$ cat src/include/memoredf_config.svh
`ifndef MEMOREDF_CONFIG_SVH
`define MEMOREDF_CONFIG_SVH

// Queue geometry
`define MEMOREDF_NUM_QUEUES  4
`define MEMOREDF_QUEUE_DEPTH 4

// Request and response fields
`define MEMOREDF_ADDR_W      16
`define MEMOREDF_DATA_W      32
`define MEMOREDF_ID_W        4
`define MEMOREDF_QSEL_LSB    14

// Scheduler configuration
`define MEMOREDF_PRIO_W      4
`define MEMOREDF_DL_W        16
`define MEMOREDF_THR_W       3
`define MEMOREDF_CFG_ADDR_W  4
`define MEMOREDF_CFG_W       32

// Reset values of the configuration registers
`define MEMOREDF_MODE_RESET  1'b0
`define MEMOREDF_DL_RESET    16'hffff
`define MEMOREDF_THR_RESET   3'd4

`endif

$ cat src/design/memoredf_pkg.sv
`include "memoredf_config.svh"

package memoredf_pkg;

    // One ID word, seen raw on the memory side or split into port tag and local ID
    typedef union packed {
        logic [`MEMOREDF_ID_W-1:0] raw;
        struct packed {
            logic                      src;
            logic [`MEMOREDF_ID_W-2:0] sub_id;
        } view;
    } txn_id_u;

endpackage

$ cat src/design/req_if.sv
`timescale 1ns/1ns
`include "memoredf_config.svh"

interface req_if;
    import memoredf_pkg::*;

    logic                                    valid;
    logic                                    ready;
    logic [`MEMOREDF_ADDR_W-1:0]             addr;
    txn_id_u                                 id;
    logic                                    write;
    logic [`MEMOREDF_DATA_W-1:0]             wdata;
    logic [$clog2(`MEMOREDF_NUM_QUEUES)-1:0] qsel;

    modport producer (
        output valid, addr, id, write, wdata, qsel,
        input  ready
    );

    modport consumer (
        input  valid, addr, id, write, wdata, qsel,
        output ready
    );

endinterface

$ cat src/design/sched_cfg_if.sv
`timescale 1ns/1ns
`include "memoredf_config.svh"

interface sched_cfg_if;

    // 0 selects fixed priority, 1 selects EDF
    logic                                                   mode;
    logic [`MEMOREDF_NUM_QUEUES-1:0][`MEMOREDF_PRIO_W-1:0]  prio;
    logic [`MEMOREDF_NUM_QUEUES-1:0][`MEMOREDF_DL_W-1:0]    deadline;
    logic [`MEMOREDF_NUM_QUEUES-1:0][`MEMOREDF_THR_W-1:0]   threshold;

    modport source (
        output mode, prio, deadline, threshold
    );

    modport sink (
        input  mode, prio, deadline, threshold
    );

endinterface

$ cat src/design/cfg_regs.sv
`timescale 1ns/1ns
`include "memoredf_config.svh"

module cfg_regs (
    input  logic                            aclk,
    input  logic                            rst_n,
    input  logic                            cfg_write,
    input  logic [`MEMOREDF_CFG_ADDR_W-1:0] cfg_addr,
    input  logic [`MEMOREDF_CFG_W-1:0]      cfg_wdata,
    sched_cfg_if.source                     cfg
);

    localparam int NQ     = `MEMOREDF_NUM_QUEUES;
    localparam int PRIO_W = `MEMOREDF_PRIO_W;
    localparam int THR_W  = `MEMOREDF_THR_W;

    always_ff @(posedge aclk or negedge rst_n)
    begin
        if (!rst_n)
        begin
            cfg.mode <= `MEMOREDF_MODE_RESET;
            for (int q = 0; q < NQ; q++)
            begin
                // Queue q starts with priority q
                cfg.prio[q]      <= PRIO_W'(q);
                cfg.deadline[q]  <= `MEMOREDF_DL_RESET;
                cfg.threshold[q] <= `MEMOREDF_THR_RESET;
            end
        end
        else if (cfg_write)
        begin
            case (cfg_addr)
                4'd0: cfg.mode <= cfg_wdata[0];
                4'd1:
                begin
                    for (int q = 0; q < NQ; q++)
                        cfg.prio[q] <= cfg_wdata[PRIO_W*q +: PRIO_W];
                end
                // One deadline per address, queue 0 at address 2
                4'd2, 4'd3, 4'd4, 4'd5:
                    cfg.deadline[cfg_addr[1:0] - 2'd2] <= cfg_wdata[`MEMOREDF_DL_W-1:0];
                4'd6:
                begin
                    for (int q = 0; q < NQ; q++)
                        cfg.threshold[q] <= cfg_wdata[THR_W*q +: THR_W];
                end
                default: ;
            endcase
        end
    end

    a_addr_known: assert property (@(posedge aclk) disable iff (!rst_n)
        cfg_write |-> !$isunknown(cfg_addr));

endmodule

$ cat src/design/deadline_scheduler.sv
`timescale 1ns/1ns
`include "memoredf_config.svh"

module deadline_scheduler (
    input  logic                                    aclk,
    input  logic                                    rst_n,
    sched_cfg_if.sink                               cfg,
    input  logic [`MEMOREDF_NUM_QUEUES-1:0]         nonempty,
    input  logic                                    ready,
    output logic                                    pop,
    output logic [$clog2(`MEMOREDF_NUM_QUEUES)-1:0] pop_sel
);

    localparam int NQ     = `MEMOREDF_NUM_QUEUES;
    localparam int QSEL_W = $clog2(NQ);
    localparam int DL_W   = `MEMOREDF_DL_W;

    logic [DL_W-1:0] counter [NQ];
    logic [DL_W-1:0] current [NQ];
    logic [DL_W-1:0] key [NQ];
    logic [NQ-1:0]   seen;
    logic [NQ-1:0]   fresh;
    logic [NQ-1:0]   popped;
    logic [DL_W-1:0] best_key;
    logic            found;

    // A head is new when the queue was empty or was popped last cycle
    assign fresh = nonempty & ~seen;

    always_comb
    begin
        for (int q = 0; q < NQ; q++)
        begin
            current[q] = fresh[q] ? cfg.deadline[q] : counter[q];
            key[q]     = cfg.mode ? current[q] : DL_W'(cfg.prio[q]);
        end
    end

    always_comb
    begin
        for (int q = 0; q < NQ; q++)
            popped[q] = pop && pop_sel == QSEL_W'(q);
    end

    // Smallest key wins, strict compare keeps ties on the lower index
    always_comb
    begin
        found    = 1'b0;
        pop_sel  = '0;
        best_key = '1;
        for (int q = 0; q < NQ; q++)
        begin
            if (nonempty[q] && (!found || key[q] < best_key))
            begin
                found    = 1'b1;
                pop_sel  = QSEL_W'(q);
                best_key = key[q];
            end
        end
    end

    assign pop = ready && found;

    always_ff @(posedge aclk or negedge rst_n)
    begin
        if (!rst_n)
        begin
            seen <= '0;
            for (int q = 0; q < NQ; q++)
                counter[q] <= '0;
        end
        else
        begin
            seen <= nonempty & ~popped;
            // Count down and saturate at zero
            for (int q = 0; q < NQ; q++)
                counter[q] <= (current[q] == '0) ? '0 : current[q] - 1'b1;
        end
    end

    a_pick_nonempty: assert property (@(posedge aclk) disable iff (!rst_n)
        pop |-> nonempty[pop_sel]);

endmodule

$ cat src/design/memoredf_top.sv
`timescale 1ns/1ns
`include "memoredf_config.svh"

module memoredf_top (
    input  logic                            aclk,
    input  logic                            rst_n,
    input  logic                            s0_valid,
    output logic                            s0_ready,
    input  logic [`MEMOREDF_ADDR_W-1:0]     s0_addr,
    input  logic [`MEMOREDF_ID_W-2:0]       s0_id,
    input  logic                            s0_write,
    input  logic [`MEMOREDF_DATA_W-1:0]     s0_wdata,
    input  logic                            s1_valid,
    output logic                            s1_ready,
    input  logic [`MEMOREDF_ADDR_W-1:0]     s1_addr,
    input  logic [`MEMOREDF_ID_W-2:0]       s1_id,
    input  logic                            s1_write,
    input  logic [`MEMOREDF_DATA_W-1:0]     s1_wdata,
    output logic                            m_req_valid,
    input  logic                            m_req_ready,
    output logic [`MEMOREDF_ADDR_W-1:0]     m_req_addr,
    output logic [`MEMOREDF_ID_W-1:0]       m_req_id,
    output logic                            m_req_write,
    output logic [`MEMOREDF_DATA_W-1:0]     m_req_wdata,
    input  logic                            m_rsp_valid,
    output logic                            m_rsp_ready,
    input  logic [`MEMOREDF_ID_W-1:0]       m_rsp_id,
    input  logic [`MEMOREDF_DATA_W-1:0]     m_rsp_rdata,
    output logic                            s0_rsp_valid,
    input  logic                            s0_rsp_ready,
    output logic [`MEMOREDF_ID_W-2:0]       s0_rsp_id,
    output logic [`MEMOREDF_DATA_W-1:0]     s0_rsp_rdata,
    output logic                            s1_rsp_valid,
    input  logic                            s1_rsp_ready,
    output logic [`MEMOREDF_ID_W-2:0]       s1_rsp_id,
    output logic [`MEMOREDF_DATA_W-1:0]     s1_rsp_rdata,
    input  logic                            cfg_write,
    input  logic [`MEMOREDF_CFG_ADDR_W-1:0] cfg_addr,
    input  logic [`MEMOREDF_CFG_W-1:0]      cfg_wdata,
    output logic [`MEMOREDF_NUM_QUEUES-1:0] kill_core
);

    logic [`MEMOREDF_NUM_QUEUES-1:0]         nonempty;
    logic                                    pop;
    logic [$clog2(`MEMOREDF_NUM_QUEUES)-1:0] pop_sel;
    logic                                    sched_ready;

    req_if       pkt0 ();
    req_if       pkt1 ();
    req_if       grant ();
    sched_cfg_if cfg ();

    cfg_regs u_cfg_regs (
        .aclk, .rst_n, .cfg_write, .cfg_addr, .cfg_wdata,
        .cfg (cfg.source)
    );

    ////////////////////////////////////////////////////////////
    // Request path
    request_packetizer #(.PORT_INDEX(0)) u_pkt0 (
        .aclk, .rst_n,
        .valid (s0_valid), .ready (s0_ready), .addr (s0_addr),
        .id (s0_id), .write (s0_write), .wdata (s0_wdata),
        .out (pkt0.producer)
    );

    request_packetizer #(.PORT_INDEX(1)) u_pkt1 (
        .aclk, .rst_n,
        .valid (s1_valid), .ready (s1_ready), .addr (s1_addr),
        .id (s1_id), .write (s1_write), .wdata (s1_wdata),
        .out (pkt1.producer)
    );

    queue_bank u_queue_bank (
        .aclk, .rst_n,
        .in0 (pkt0.consumer), .in1 (pkt1.consumer), .out (grant.producer),
        .cfg (cfg.sink), .pop, .pop_sel, .nonempty, .kill_core
    );

    deadline_scheduler u_scheduler (
        .aclk, .rst_n, .cfg (cfg.sink),
        .nonempty, .ready (sched_ready), .pop, .pop_sel
    );

    request_serializer u_serializer (
        .aclk, .rst_n, .in (grant.consumer), .ready_out (sched_ready),
        .m_req_valid, .m_req_ready, .m_req_addr, .m_req_id,
        .m_req_write, .m_req_wdata
    );

    ////////////////////////////////////////////////////////////
    // Response path
    response_router u_router (
        .m_rsp_valid, .m_rsp_ready, .m_rsp_id, .m_rsp_rdata,
        .s0_rsp_valid, .s0_rsp_ready, .s0_rsp_id, .s0_rsp_rdata,
        .s1_rsp_valid, .s1_rsp_ready, .s1_rsp_id, .s1_rsp_rdata
    );

endmodule

$ cat src/design/queue_bank.sv
`timescale 1ns/1ns
`include "memoredf_config.svh"

module queue_bank (
    input  logic                                    aclk,
    input  logic                                    rst_n,
    req_if.consumer                                 in0,
    req_if.consumer                                 in1,
    req_if.producer                                 out,
    sched_cfg_if.sink                               cfg,
    input  logic                                    pop,
    input  logic [$clog2(`MEMOREDF_NUM_QUEUES)-1:0] pop_sel,
    output logic [`MEMOREDF_NUM_QUEUES-1:0]         nonempty,
    output logic [`MEMOREDF_NUM_QUEUES-1:0]         kill_core
);

    localparam int NQ      = `MEMOREDF_NUM_QUEUES;
    localparam int DEPTH   = `MEMOREDF_QUEUE_DEPTH;
    localparam int QSEL_W  = $clog2(NQ);
    localparam int PTR_W   = $clog2(DEPTH);
    localparam int CNT_W   = PTR_W + 1;
    localparam int ENTRY_W = `MEMOREDF_ADDR_W + `MEMOREDF_ID_W + 1 + `MEMOREDF_DATA_W;

    logic [NQ-1:0]      full;
    logic [ENTRY_W-1:0] head [NQ];
    logic               taken;

    // Port 0 wins when both ports target the same queue
    assign in0.ready = !full[in0.qsel];
    assign in1.ready = !full[in1.qsel] && !(in0.valid && in0.qsel == in1.qsel);

    ////////////////////////////////////////////////////////////
    // Per-core FIFOs
    for (genvar q = 0; q < NQ; q++)
    begin : g_queue
        logic [ENTRY_W-1:0] mem [DEPTH];
        logic [PTR_W-1:0]   wr_ptr;
        logic [PTR_W-1:0]   rd_ptr;
        logic [CNT_W-1:0]   count;
        logic               push0;
        logic               push1;
        logic               pull;

        assign push0 = in0.valid && in0.ready && in0.qsel == QSEL_W'(q);
        assign push1 = in1.valid && in1.ready && in1.qsel == QSEL_W'(q);
        assign pull  = taken && pop_sel == QSEL_W'(q);

        always_ff @(posedge aclk or negedge rst_n)
        begin
            if (!rst_n)
            begin
                wr_ptr <= '0;
                rd_ptr <= '0;
                count  <= '0;
            end
            else
            begin
                if (push0 || push1)
                    wr_ptr <= wr_ptr + 1'b1;
                if (pull)
                    rd_ptr <= rd_ptr + 1'b1;
                count <= count + CNT_W'(push0 || push1) - CNT_W'(pull);
            end
        end

        always_ff @(posedge aclk)
        begin
            if (push0)
                mem[wr_ptr] <= {in0.addr, in0.id.raw, in0.write, in0.wdata};
            else if (push1)
                mem[wr_ptr] <= {in1.addr, in1.id.raw, in1.write, in1.wdata};
        end

        assign head[q]      = mem[rd_ptr];
        assign full[q]      = count == CNT_W'(DEPTH);
        assign nonempty[q]  = count != '0;
        // Alarm stays up while occupancy is at or above the threshold
        assign kill_core[q] = count >= cfg.threshold[q];

        a_no_overflow: assert property (@(posedge aclk) disable iff (!rst_n)
            (push0 || push1) |-> count < CNT_W'(DEPTH));
        a_no_underflow: assert property (@(posedge aclk) disable iff (!rst_n)
            pull |-> count != '0);
    end

    ////////////////////////////////////////////////////////////
    // Grant output, head of the selected queue
    assign taken     = out.valid && out.ready;
    assign out.valid = pop;
    assign out.qsel  = pop_sel;
    assign {out.addr, out.id, out.write, out.wdata} = head[pop_sel];

endmodule

$ cat src/design/request_packetizer.sv
`timescale 1ns/1ns
`include "memoredf_config.svh"

module request_packetizer #(
    parameter int PORT_INDEX = 0
) (
    input  logic                         aclk,
    input  logic                         rst_n,
    input  logic                         valid,
    output logic                         ready,
    input  logic [`MEMOREDF_ADDR_W-1:0]  addr,
    input  logic [`MEMOREDF_ID_W-2:0]    id,
    input  logic                         write,
    input  logic [`MEMOREDF_DATA_W-1:0]  wdata,
    req_if.producer                      out
);
    import memoredf_pkg::*;

    localparam int QSEL_W = $clog2(`MEMOREDF_NUM_QUEUES);

    txn_id_u tagged_id;

    // Top ID bit names the port the request came from
    always_comb
    begin
        tagged_id.view.src    = 1'(PORT_INDEX);
        tagged_id.view.sub_id = id;
    end

    // Free when empty or when the held request leaves this cycle
    assign ready = !out.valid || out.ready;

    always_ff @(posedge aclk or negedge rst_n)
    begin
        if (!rst_n)
            out.valid <= 1'b0;
        else if (ready)
            out.valid <= valid;
    end

    always_ff @(posedge aclk)
    begin
        if (valid && ready)
        begin
            out.addr  <= addr;
            out.id    <= tagged_id;
            out.write <= write;
            out.wdata <= wdata;
            out.qsel  <= addr[`MEMOREDF_QSEL_LSB +: QSEL_W];
        end
    end

    a_hold_stable: assert property (@(posedge aclk) disable iff (!rst_n)
        out.valid && !out.ready |=> out.valid
            && $stable({out.addr, out.id.raw, out.write, out.wdata, out.qsel}));

endmodule

$ cat src/design/request_serializer.sv
`timescale 1ns/1ns
`include "memoredf_config.svh"

module request_serializer (
    input  logic                         aclk,
    input  logic                         rst_n,
    req_if.consumer                      in,
    output logic                         ready_out,
    output logic                         m_req_valid,
    input  logic                         m_req_ready,
    output logic [`MEMOREDF_ADDR_W-1:0]  m_req_addr,
    output logic [`MEMOREDF_ID_W-1:0]    m_req_id,
    output logic                         m_req_write,
    output logic [`MEMOREDF_DATA_W-1:0]  m_req_wdata
);

    // Take a grant when empty or draining this cycle
    assign ready_out = !m_req_valid || m_req_ready;
    assign in.ready  = ready_out;

    always_ff @(posedge aclk or negedge rst_n)
    begin
        if (!rst_n)
            m_req_valid <= 1'b0;
        else if (ready_out)
            m_req_valid <= in.valid;
    end

    always_ff @(posedge aclk)
    begin
        if (in.valid && ready_out)
        begin
            m_req_addr  <= in.addr;
            m_req_id    <= in.id.raw;
            m_req_write <= in.write;
            m_req_wdata <= in.wdata;
        end
    end

    a_req_stable: assert property (@(posedge aclk) disable iff (!rst_n)
        m_req_valid && !m_req_ready |=> m_req_valid
            && $stable({m_req_addr, m_req_id, m_req_write, m_req_wdata}));

endmodule

$ cat src/design/response_router.sv
`timescale 1ns/1ns
`include "memoredf_config.svh"

module response_router (
    input  logic                         m_rsp_valid,
    output logic                         m_rsp_ready,
    input  logic [`MEMOREDF_ID_W-1:0]    m_rsp_id,
    input  logic [`MEMOREDF_DATA_W-1:0]  m_rsp_rdata,
    output logic                         s0_rsp_valid,
    input  logic                         s0_rsp_ready,
    output logic [`MEMOREDF_ID_W-2:0]    s0_rsp_id,
    output logic [`MEMOREDF_DATA_W-1:0]  s0_rsp_rdata,
    output logic                         s1_rsp_valid,
    input  logic                         s1_rsp_ready,
    output logic [`MEMOREDF_ID_W-2:0]    s1_rsp_id,
    output logic [`MEMOREDF_DATA_W-1:0]  s1_rsp_rdata
);
    import memoredf_pkg::*;

    txn_id_u rsp_id;

    assign rsp_id.raw = m_rsp_id;

    // The port not addressed by the tag sees all zeros
    always_comb
    begin
        s0_rsp_valid = 1'b0;
        s0_rsp_id    = '0;
        s0_rsp_rdata = '0;
        s1_rsp_valid = 1'b0;
        s1_rsp_id    = '0;
        s1_rsp_rdata = '0;
        if (rsp_id.view.src)
        begin
            s1_rsp_valid = m_rsp_valid;
            s1_rsp_id    = rsp_id.view.sub_id;
            s1_rsp_rdata = m_rsp_rdata;
            m_rsp_ready  = s1_rsp_ready;
        end
        else
        begin
            s0_rsp_valid = m_rsp_valid;
            s0_rsp_id    = rsp_id.view.sub_id;
            s0_rsp_rdata = m_rsp_rdata;
            m_rsp_ready  = s0_rsp_ready;
        end
    end

endmodule

$ cat config.mk
export PLATFORM = sky130hd
export DESIGN_NAME = memoredf_top
export DESIGN_NICKNAME = d
export VERILOG_FILES = /design/src/design/memoredf_pkg.sv /design/src/design/req_if.sv /design/src/design/sched_cfg_if.sv /design/src/design/cfg_regs.sv /design/src/design/deadline_scheduler.sv /design/src/design/memoredf_top.sv /design/src/design/queue_bank.sv /design/src/design/request_packetizer.sv /design/src/design/request_serializer.sv /design/src/design/response_router.sv
export VERILOG_INCLUDE_DIRS = /design/src /design/src/include
export SDC_FILE = /design/constraint.sdc
export NUM_CORES = 2
export LEC_CHECK = 0
export BUFFER_PORTS_ARGS = -buffer_cell sky130_fd_sc_hd__buf_2
export CAP_MARGIN = 20
export CORE_MARGIN = 10
export CORE_UTILIZATION = 35
export CTS_CLUSTER_SIZE = 8
export DETAILED_ROUTE_END_ITERATION = 10
export PLACE_DENSITY_LB_ADDON = 0.3
export SLEW_MARGIN = 0
export SYNTH_ARGS = -nofsm -noshare
export SYNTH_HDL_FRONTEND = slang
export SYNTH_SLANG_ARGS = --single-unit
$ cat constraint.sdc
create_clock -name aclk -period 21.1 [get_ports aclk]
set_input_delay 3.165 -clock aclk [delete_from_list [all_inputs] [get_ports aclk]]
set_output_delay 3.165 -clock aclk [all_outputs]
set_load 0.01 [all_outputs]
After elaboration in Yosys (flattened, before gate mapping). Memory sizes are Yosys's and may differ from the RTL's. Cells that the tools add are included. W data, S select, Z words.

Bits in registers: 353. Bits of input ports: 185. Word-level logic and storage cells: 240. Bits in writable memories: 848. Memories: 4.

Memories: u_queue_bank.g_queue[0].mem (depth 4, width 53, read ports 1, clocked after Yosys merged registers in 0, write ports 1, line queue_bank.sv:36) `logic [ENTRY_W-1:0] mem [DEPTH];`; u_queue_bank.g_queue[1].mem (depth 4, width 53, read ports 1, clocked after Yosys merged registers in 0, write ports 1, line queue_bank.sv:36); u_queue_bank.g_queue[2].mem (depth 4, width 53, read ports 1, clocked after Yosys merged registers in 0, write ports 1, line queue_bank.sv:36); u_queue_bank.g_queue[3].mem (depth 4, width 53, read ports 1, clocked after Yosys merged registers in 0, write ports 1, line queue_bank.sv:36).

Equal/unequal tests: 20. Order comparisons: 12. Bitwise gates (word level): 9. Reductions and logical operators: 64. Add/sub/neg operators: 21. Muxes and demuxes: 63.

Operators by type and width (count): $mux W53 (6); $mux W16 (16); $bmux W53 S2 (1); $bwmux W64 (1); $logic_not A16 Y1 (4); $mux W32 (2); $sub A16 B1 Y16 const B (4); $lt A16 B16 Y1 (3); $demux W16 S2 (1); $mux W1 (30); $logic_and A1 B1 Y1 (28); $add A2 B1 Y2 const B (8); $add A3 B1 Y3 (4); $eq A2 B2 Y1 const B (6); $eq A3 B3 Y1 const B (4); $eq A4 B3 Y1 const B (3); $ge A3 B3 Y1 (4); $reduce_bool A3 Y1 (4); $sub A3 B1 Y3 (4); $logic_or A1 B1 Y1 (10); $logic_not A1 Y1 (9); $lt A2 B3 Y1 const B (3); $and A4 B4 Y4 (2); $eq A4 B2 Y1 const B (2); other kinds (16) (30).

Longest topological paths before layout.
Depth in word-level cells: 21. Depth in mapped cells: 48. Gate-level depth less buffers: 40.

Modules after synthesis. Synthesis repeated with hierarchy kept, for this count alone.

Cells, all modules: 2979. Area total of the unflattened synthesis: 52805.6 sq um.

Modules (own cells, without submodules): queue_bank (cells each 1724, seq. area each 26165.1 sq um, area an instance 37113.1 sq um, times used 1); deadline_scheduler (cells each 792, seq. area each 1701.6 sq um, area an instance 6576.3 sq um, times used 1); cfg_regs (cells each 204, seq. area each 2417.3 sq um, area an instance 3658.5 sq um, times used 1); request_packetizer (cells each 60, seq. area each 1586.5 sq um, area an instance 1641.6 sq um, times used 2); request_serializer (cells each 58, seq. area each 1616.6 sq um, area an instance 1652.8 sq um, times used 1); response_router (cells each 81, seq. area each 0.0 sq um, area an instance 521.8 sq um, times used 1).

Worst setup path before layout. No wires, ideal clock.

Kind: flip-flop to flip-flop. From: register u_queue_bank.g_queue[1].count[2]. To: register u_queue_bank.g_queue[2].count[2]. Cell stages (with the launch flop): 47. Library setup time: 0.131 ns. Arrival: 8.632 ns. Slack: 12.337 ns. Path through: dfrtp_1 > buf_2 > nor3_4 > nor2_1 > buf_2 > buf_1 > mux2i_1 > nor2_1 > ha_1 > nand4_1 > nor3_1 > o2111a_1 > o211ai_2 > a31oi_1 > buf_2 > buf_2 > nand2_1 > a311oi_1 > (+11 left out) > a21oi_1 > ha_1 > a21o_1 > a21o_1 > a21oi_1 > and3_1 > o211a_1 > o211ai_1 > a21bo_1 > buf_2 > and3_1 > ha_1 > inv_1 > ha_1 > inv_1 > fa_1 > xnor2_1 > xnor2_1.

Longest elaborated chain between the ends: 20.

Ends and longest elaborated chain: start, declared (line queue_bank.sv:39) `logic [CNT_W-1:0] count;`; start signal, assigned (line queue_bank.sv:62) `count <= count + CNT_W'(push0 || push1) - CNT_W'(pull);`; $reduce_bool A3 Y1 (*) (line queue_bank.sv:76) `assign nonempty[q] = count != '0;`; $and A4 B4 Y4 (line deadline_scheduler.sv:28) `assign fresh = nonempty & ~seen;`; $mux W16 (line deadline_scheduler.sv:34) `current[q] = fresh[q] ? cfg.deadline[q] : counter[q];`; $mux W16 (line deadline_scheduler.sv:35) `key[q] = cfg.mode ? current[q] : DL_W'(cfg.prio[q]);`; $lt A16 B16 Y1 (line deadline_scheduler.sv:53) `if (nonempty[q] && (!found || key[q] < best_key))`; $logic_or A1 B1 Y1 (line deadline_scheduler.sv:53); $logic_and A1 B1 Y1 (line deadline_scheduler.sv:53); $mux W16 or $mux W1 (tied branches) (line deadline_scheduler.sv:53); (+5 left out); $logic_or A1 B1 Y1 (line deadline_scheduler.sv:53); $logic_and A1 B1 Y1 (line deadline_scheduler.sv:53); $mux W1 (line deadline_scheduler.sv:53); $logic_and A1 B1 Y1 (line deadline_scheduler.sv:62) `assign pop = ready && found;`; $logic_and A1 B1 Y1 (line queue_bank.sv:88) `assign taken = out.valid && out.ready;`; $logic_and A1 B1 Y1 (*) (line queue_bank.sv:46) `assign pull = taken && pop_sel == QSEL_W'(q);`; net u_queue_bank.g_queue[2].pull (line queue_bank.sv:42) `logic pull;`; $sub A3 B1 Y3 (*) (line queue_bank.sv:62); end signal, assigned (line queue_bank.sv:62); end, declared (line queue_bank.sv:39).

Mark *: on every way through the listed nets, which the timed path passes. The rest lies on a longest branch. The select of a mux whose other input is x is not followed. A chain may end at the register's enable or synchronous reset.

Worst setup path in the final report.
From: register u_queue_bank.g_queue[0].count[1]. To: register u_queue_bank.g_queue[2].count[2].

Longest elaborated chain between the ends: 21.

Ends and longest elaborated chain (line): start, declared (queue_bank.sv:39); start signal, assigned (queue_bank.sv:62); $reduce_bool A3 Y1 (*) (queue_bank.sv:76); $and A4 B4 Y4 (deadline_scheduler.sv:28); $mux W16 (deadline_scheduler.sv:34); $mux W16 (deadline_scheduler.sv:35); $mux W16 (deadline_scheduler.sv:53); $lt A16 B16 Y1 (deadline_scheduler.sv:53); $logic_or A1 B1 Y1 (deadline_scheduler.sv:53); $logic_and A1 B1 Y1 (deadline_scheduler.sv:53); (+6 left out); $logic_or A1 B1 Y1 (deadline_scheduler.sv:53); $logic_and A1 B1 Y1 (deadline_scheduler.sv:53); $mux W1 (deadline_scheduler.sv:53); $logic_and A1 B1 Y1 (deadline_scheduler.sv:62); $logic_and A1 B1 Y1 (queue_bank.sv:88); $logic_and A1 B1 Y1 (*) (queue_bank.sv:46); net u_queue_bank.g_queue[2].pull (queue_bank.sv:42); $sub A3 B1 Y3 (*) (queue_bank.sv:62).

Marks and branches as above.

==> flow_summary.json <==
{
  "cap_violations": 0,
  "hold_path.class": "flip-flop to flip-flop",
  "htreeDepth": 4,
  "root_buffer": "clkbuf_16",
  "p_leak_nw": 21.4,
  "p_total_mw": 9.72,
  "io_buffers": 301,
  "slowest_stage": "buf_4",
  "cpPeakStageDelay_ns": 0.60,
  "grt_usage_pct": 17.0,
  "dp_hpwl_um": 83100,
  "worstSetupPathDepth": 43,
  "worstSetupEndpointType": "flip-flop",
  "dr_total_vias": 29102,
  "synth_top_area_cell": "edfxtp_1",
  "swShare_pct": 37.7,
  "crit_top_cell": "ha_1",
  "min_period_ns": 10.81,
  "syn_nets": 3457,
  "rsz0062_at_grt": "no",
  "synth_seq_area_share_pct": 67.9,
  "cts_tree": "yes",
  "synth_most_common_cell": "edfxtp_1",
  "path_max_fanout": 47,
  "path_buf_inv": 8,
  "syn_avg_cell_area_um2": 16.2,
  "seq_power_share_pct": 36.1,
  "insertion_delay_ns": 0.81,
  "clock_path_buffers": 3,
  "post_cts_resize_count": 0,
  "path_clk_slew_ns": 0.05,
  "crit_required_ns": 21.74,
  "synthFlopType": "edfxtp_1",
  "netlist_instances": 3184,
  "cp.arrival_ns": 11.45,
  "slew_violations": 0,
  "setup_tns_ns": 0,
  "drt_iter0_drc": 2446,
  "synth_area_leaders": "edfxtp_1, mux4_2, mux2_2, dfrtp_1, dfstp_2",
  "ff2ff_path_depth": 43,
  "ant_nets": 0,
  "hold_viol": 0,
  "viasPerCell": 5.28,
  "rows": 140,
  "area_growth_pct": 16.4,
  "synthTopCellsByCount": "edfxtp_1, nand2_1, mux2_2",
  "max-vdd-ir-drop_uv": 231,
  "num-fill-cells": 13175,
  "numClockSinks": 1197,
  "p_per_area_nw_per_um2": 161,
  "grt_max_degree": 84,
  "fin_worst_skew_ns": 0.0579,
  "post-cts-setup-buffers": 0,
  "period_share_pct": 51.3,
  "wl_per_cell_um": 25.4,
  "yosysTopAreaCellShare_pct": 58.4,
  "p_int_mw": 6.06,
  "drtPass1Iterations": 5,
  "pwr-share-clk_pct": 25.1,
  "finalSetupViolCount": 0,
  "cts_buffers": 167,
  "p_sw_mw": 3.66,
  "status": "complete, no violations",
  "fp.coreArea_um2": 146000,
  "layout.nets": 3817,
  "async_flop_share_pct": 16.0,
  "tightest_slew_ns": 1.12,
  "gp_congestion": 0.805,
  "drive_gt1_share_pct": 33.1,
  "drc_errors": 0,
  "relSlewSlack_pct": 25.6,
  "hold_buffers": 0,
  "routed_wirelength_um": 140000,
  "die_area_um2": 163000,
  "critical_path.top_delay_family": "compound AO/OA/AOI/OAI gates",
  "yosysWarningCount": 0,
  "critPathKind": "flip-flop to flip-flop",
  "ys_ff_latch": 1197,
  "die_h_um": 404,
  "antenna_found_initial": 7,
  "whs_path_depth": 1,
  "max_freq_mhz": 92.5,
  "start_kind": "flip-flop",
  "grt_pass1_wl_um": 205000,
  "synth_edf_count": 1005,
  "p_comb_share_pct": 38.8,
  "ys_types": 72,
  "globalRouteOverflowTotal": 0,
  "ios": 318,
  "fp.dieW_um": 404,
  "initial_utilization_pct": 35.3,
  "grt_pass1_vias": 29723,
  "netlist_area_um2": 51700
}
[final cells by class]
cell class | count | area, um2 | share of cell area, %
flip-flops and latches | 1197 | 35100 | 58.3
multi-input cells | 1777 | 15900 | 26.4
clock buffers | 207 | 4350 | 7.23
well taps | 1917 | 2400 | 3.99
repair buffers | 356 | 1930 | 3.20
clock inverters | 13 | 357 | 0.593
inverters | 45 | 169 | 0.281
diodes | 4 | 10.0 | 0.0166
[metal layers]
metal | part of all wire [%] | vias to the layer above | wire length, um | track usage (%)
li1 | - | 12859 | - | -
met1 | 45 | 15189 | 63100 | 23.8
met2 | 48 | 882 | 66600 | 27.1
met3 | 5.7 | 170 | 8040 | 3.31
met4 | 1.7 | 2 | 2370 | 4.07
met5 | 0.0093 | - | 13 | 0
[power by group through the flow]
| stage | Clock (mW) | Sequential, mW | Combinational, mW |
|---|---|---|---|
| 6_report | 2.43 | 3.51 | 3.77 |
| 5_1_grt | 2.60 | 3.56 | 4.14 |
| 4_1_cts | 2.49 | 3.52 | 3.84 |
| 3_5_place_dp | 0 | 3.55 | 3.82 |
| 3_3_place_gp | 0 | 3.54 | 3.79 |
| 2_1_floorplan | 0 | 3.40 | 2.61 |
[final timing paths]
| kind | slack, ns | endpoint | startpoint |
|---|---|---|---|
| worst min-delay path | 0.50 | u_cfg_regs.cfg.prio[6]$_DFFE_PN0P_ | u_cfg_regs.cfg.prio[6]$_DFFE_PN0P_ |
| worst min register to register | 0.50 | u_cfg_regs.cfg.prio[6]$_DFFE_PN0P_ | u_cfg_regs.cfg.prio[6]$_DFFE_PN0P_ |
| worst max register to register | 10.29 | u_queue_bank.g_queue[2].count[2]$_DFF_PN0_ | u_queue_bank.g_queue[0].count[1]$_DFF_PN0_ |
| worst max-delay path | 10.29 | u_queue_bank.g_queue[2].count[2]$_DFF_PN0_ | u_queue_bank.g_queue[0].count[1]$_DFF_PN0_ |
| max in group asynchronous | 17.27 | u_queue_bank.g_queue[3].rd_ptr[0]$_DFFE_PN0P_ | rst_n |
| min in group asynchronous | 2.46 | u_scheduler.counter[63]$_DFF_PN0_ | rst_n |
[logic make-up after synthesis]
group | synth area share (%)
DFF | 67.9
xor gates and xnor gates | 1.07
and+or+nand+nor | 7.17
buffers and inverters | 1.66
muxes | 17.1
adders and majority gates | 2.19
AOI/OAI and AO/OA | 2.98
[sequential cells by signal, indices dropped and copies added (netlist names), 8 cells and up]
| name | count |
|---|---|
| u_cfg_regs.cfg.deadline | 64 |
| u_queue_bank.g_queue.wr_ptr | 8 |
| u_pkt0.out.wdata | 32 |
| u_queue_bank.g_queue.rd_ptr | 8 |
| u_queue_bank.g_queue.mem | 848 |
| u_serializer.m_req_addr | 16 |
| u_pkt0.out.addr | 14 |
| u_cfg_regs.cfg.threshold | 12 |
| u_pkt1.out.wdata | 32 |
| u_scheduler.counter | 64 |
| u_serializer.m_req_wdata | 32 |
| u_queue_bank.g_queue.count | 12 |
| u_pkt1.out.addr | 14 |
| u_cfg_regs.cfg.prio | 16 |
[cells in the final DEF (no fill, tap or decap), types with 5 or more instances in the layout]
cell type  synthesis  layout
nand2b_1          15      15
and3_1             9       9
o21ai_0           48      48
or3_1              6       6
clkinv_16          0      10
dfrtp_4            0       5
inv_1             44      44
mux2i_1           62      62
ha_1              84      84
xnor2_1           38      38
xor2_1            25      25
nor4b_1            6       6
nor4_1             6       6
o31ai_1            7       7
buf_2             22     300
dfrtp_1          120     112
mux4_2           212     212
clkbuf_16          0     168
nand3_1           30      30
and2_4             0      18
nand4_1           19      19
buf_4             11      55
nand2_1          312     312
edfxtp_1        1005    1005
or2_2              7       7
a21oi_1           73      72
a31oi_1           57      56
dfstp_2           72      72
and2_1            66      48
a211oi_1           6       6
nor2b_1           50      50
nor3_1            35      34
clkbuf_1         115      39
nor2_1           217     215
a21o_1            19      19
mux2_2           304     304
[through the flow]
step / hold slack (ns) / area [um2] / setup WS, ns / instances / util (%)
3_5_place_dp: 0.494 / 55500 / 10.29 / 5292 / 37.9
4_1_cts: 0.507 / 60200 / 10.22 / 5512 / 41.1
5_1_grt: 0.515 / 60200 / 9.49 / 5512 / 41.1
6_report: 0.504 / 60200 / 10.29 / 5516 / 41.1
2_1_floorplan: 0.480 / 51700 / 12.34 / 3184 / -
3_3_place_gp: 0.489 / 55500 / 10.31 / 5292 / 37.9
Power figures use the tool's default switching activity.
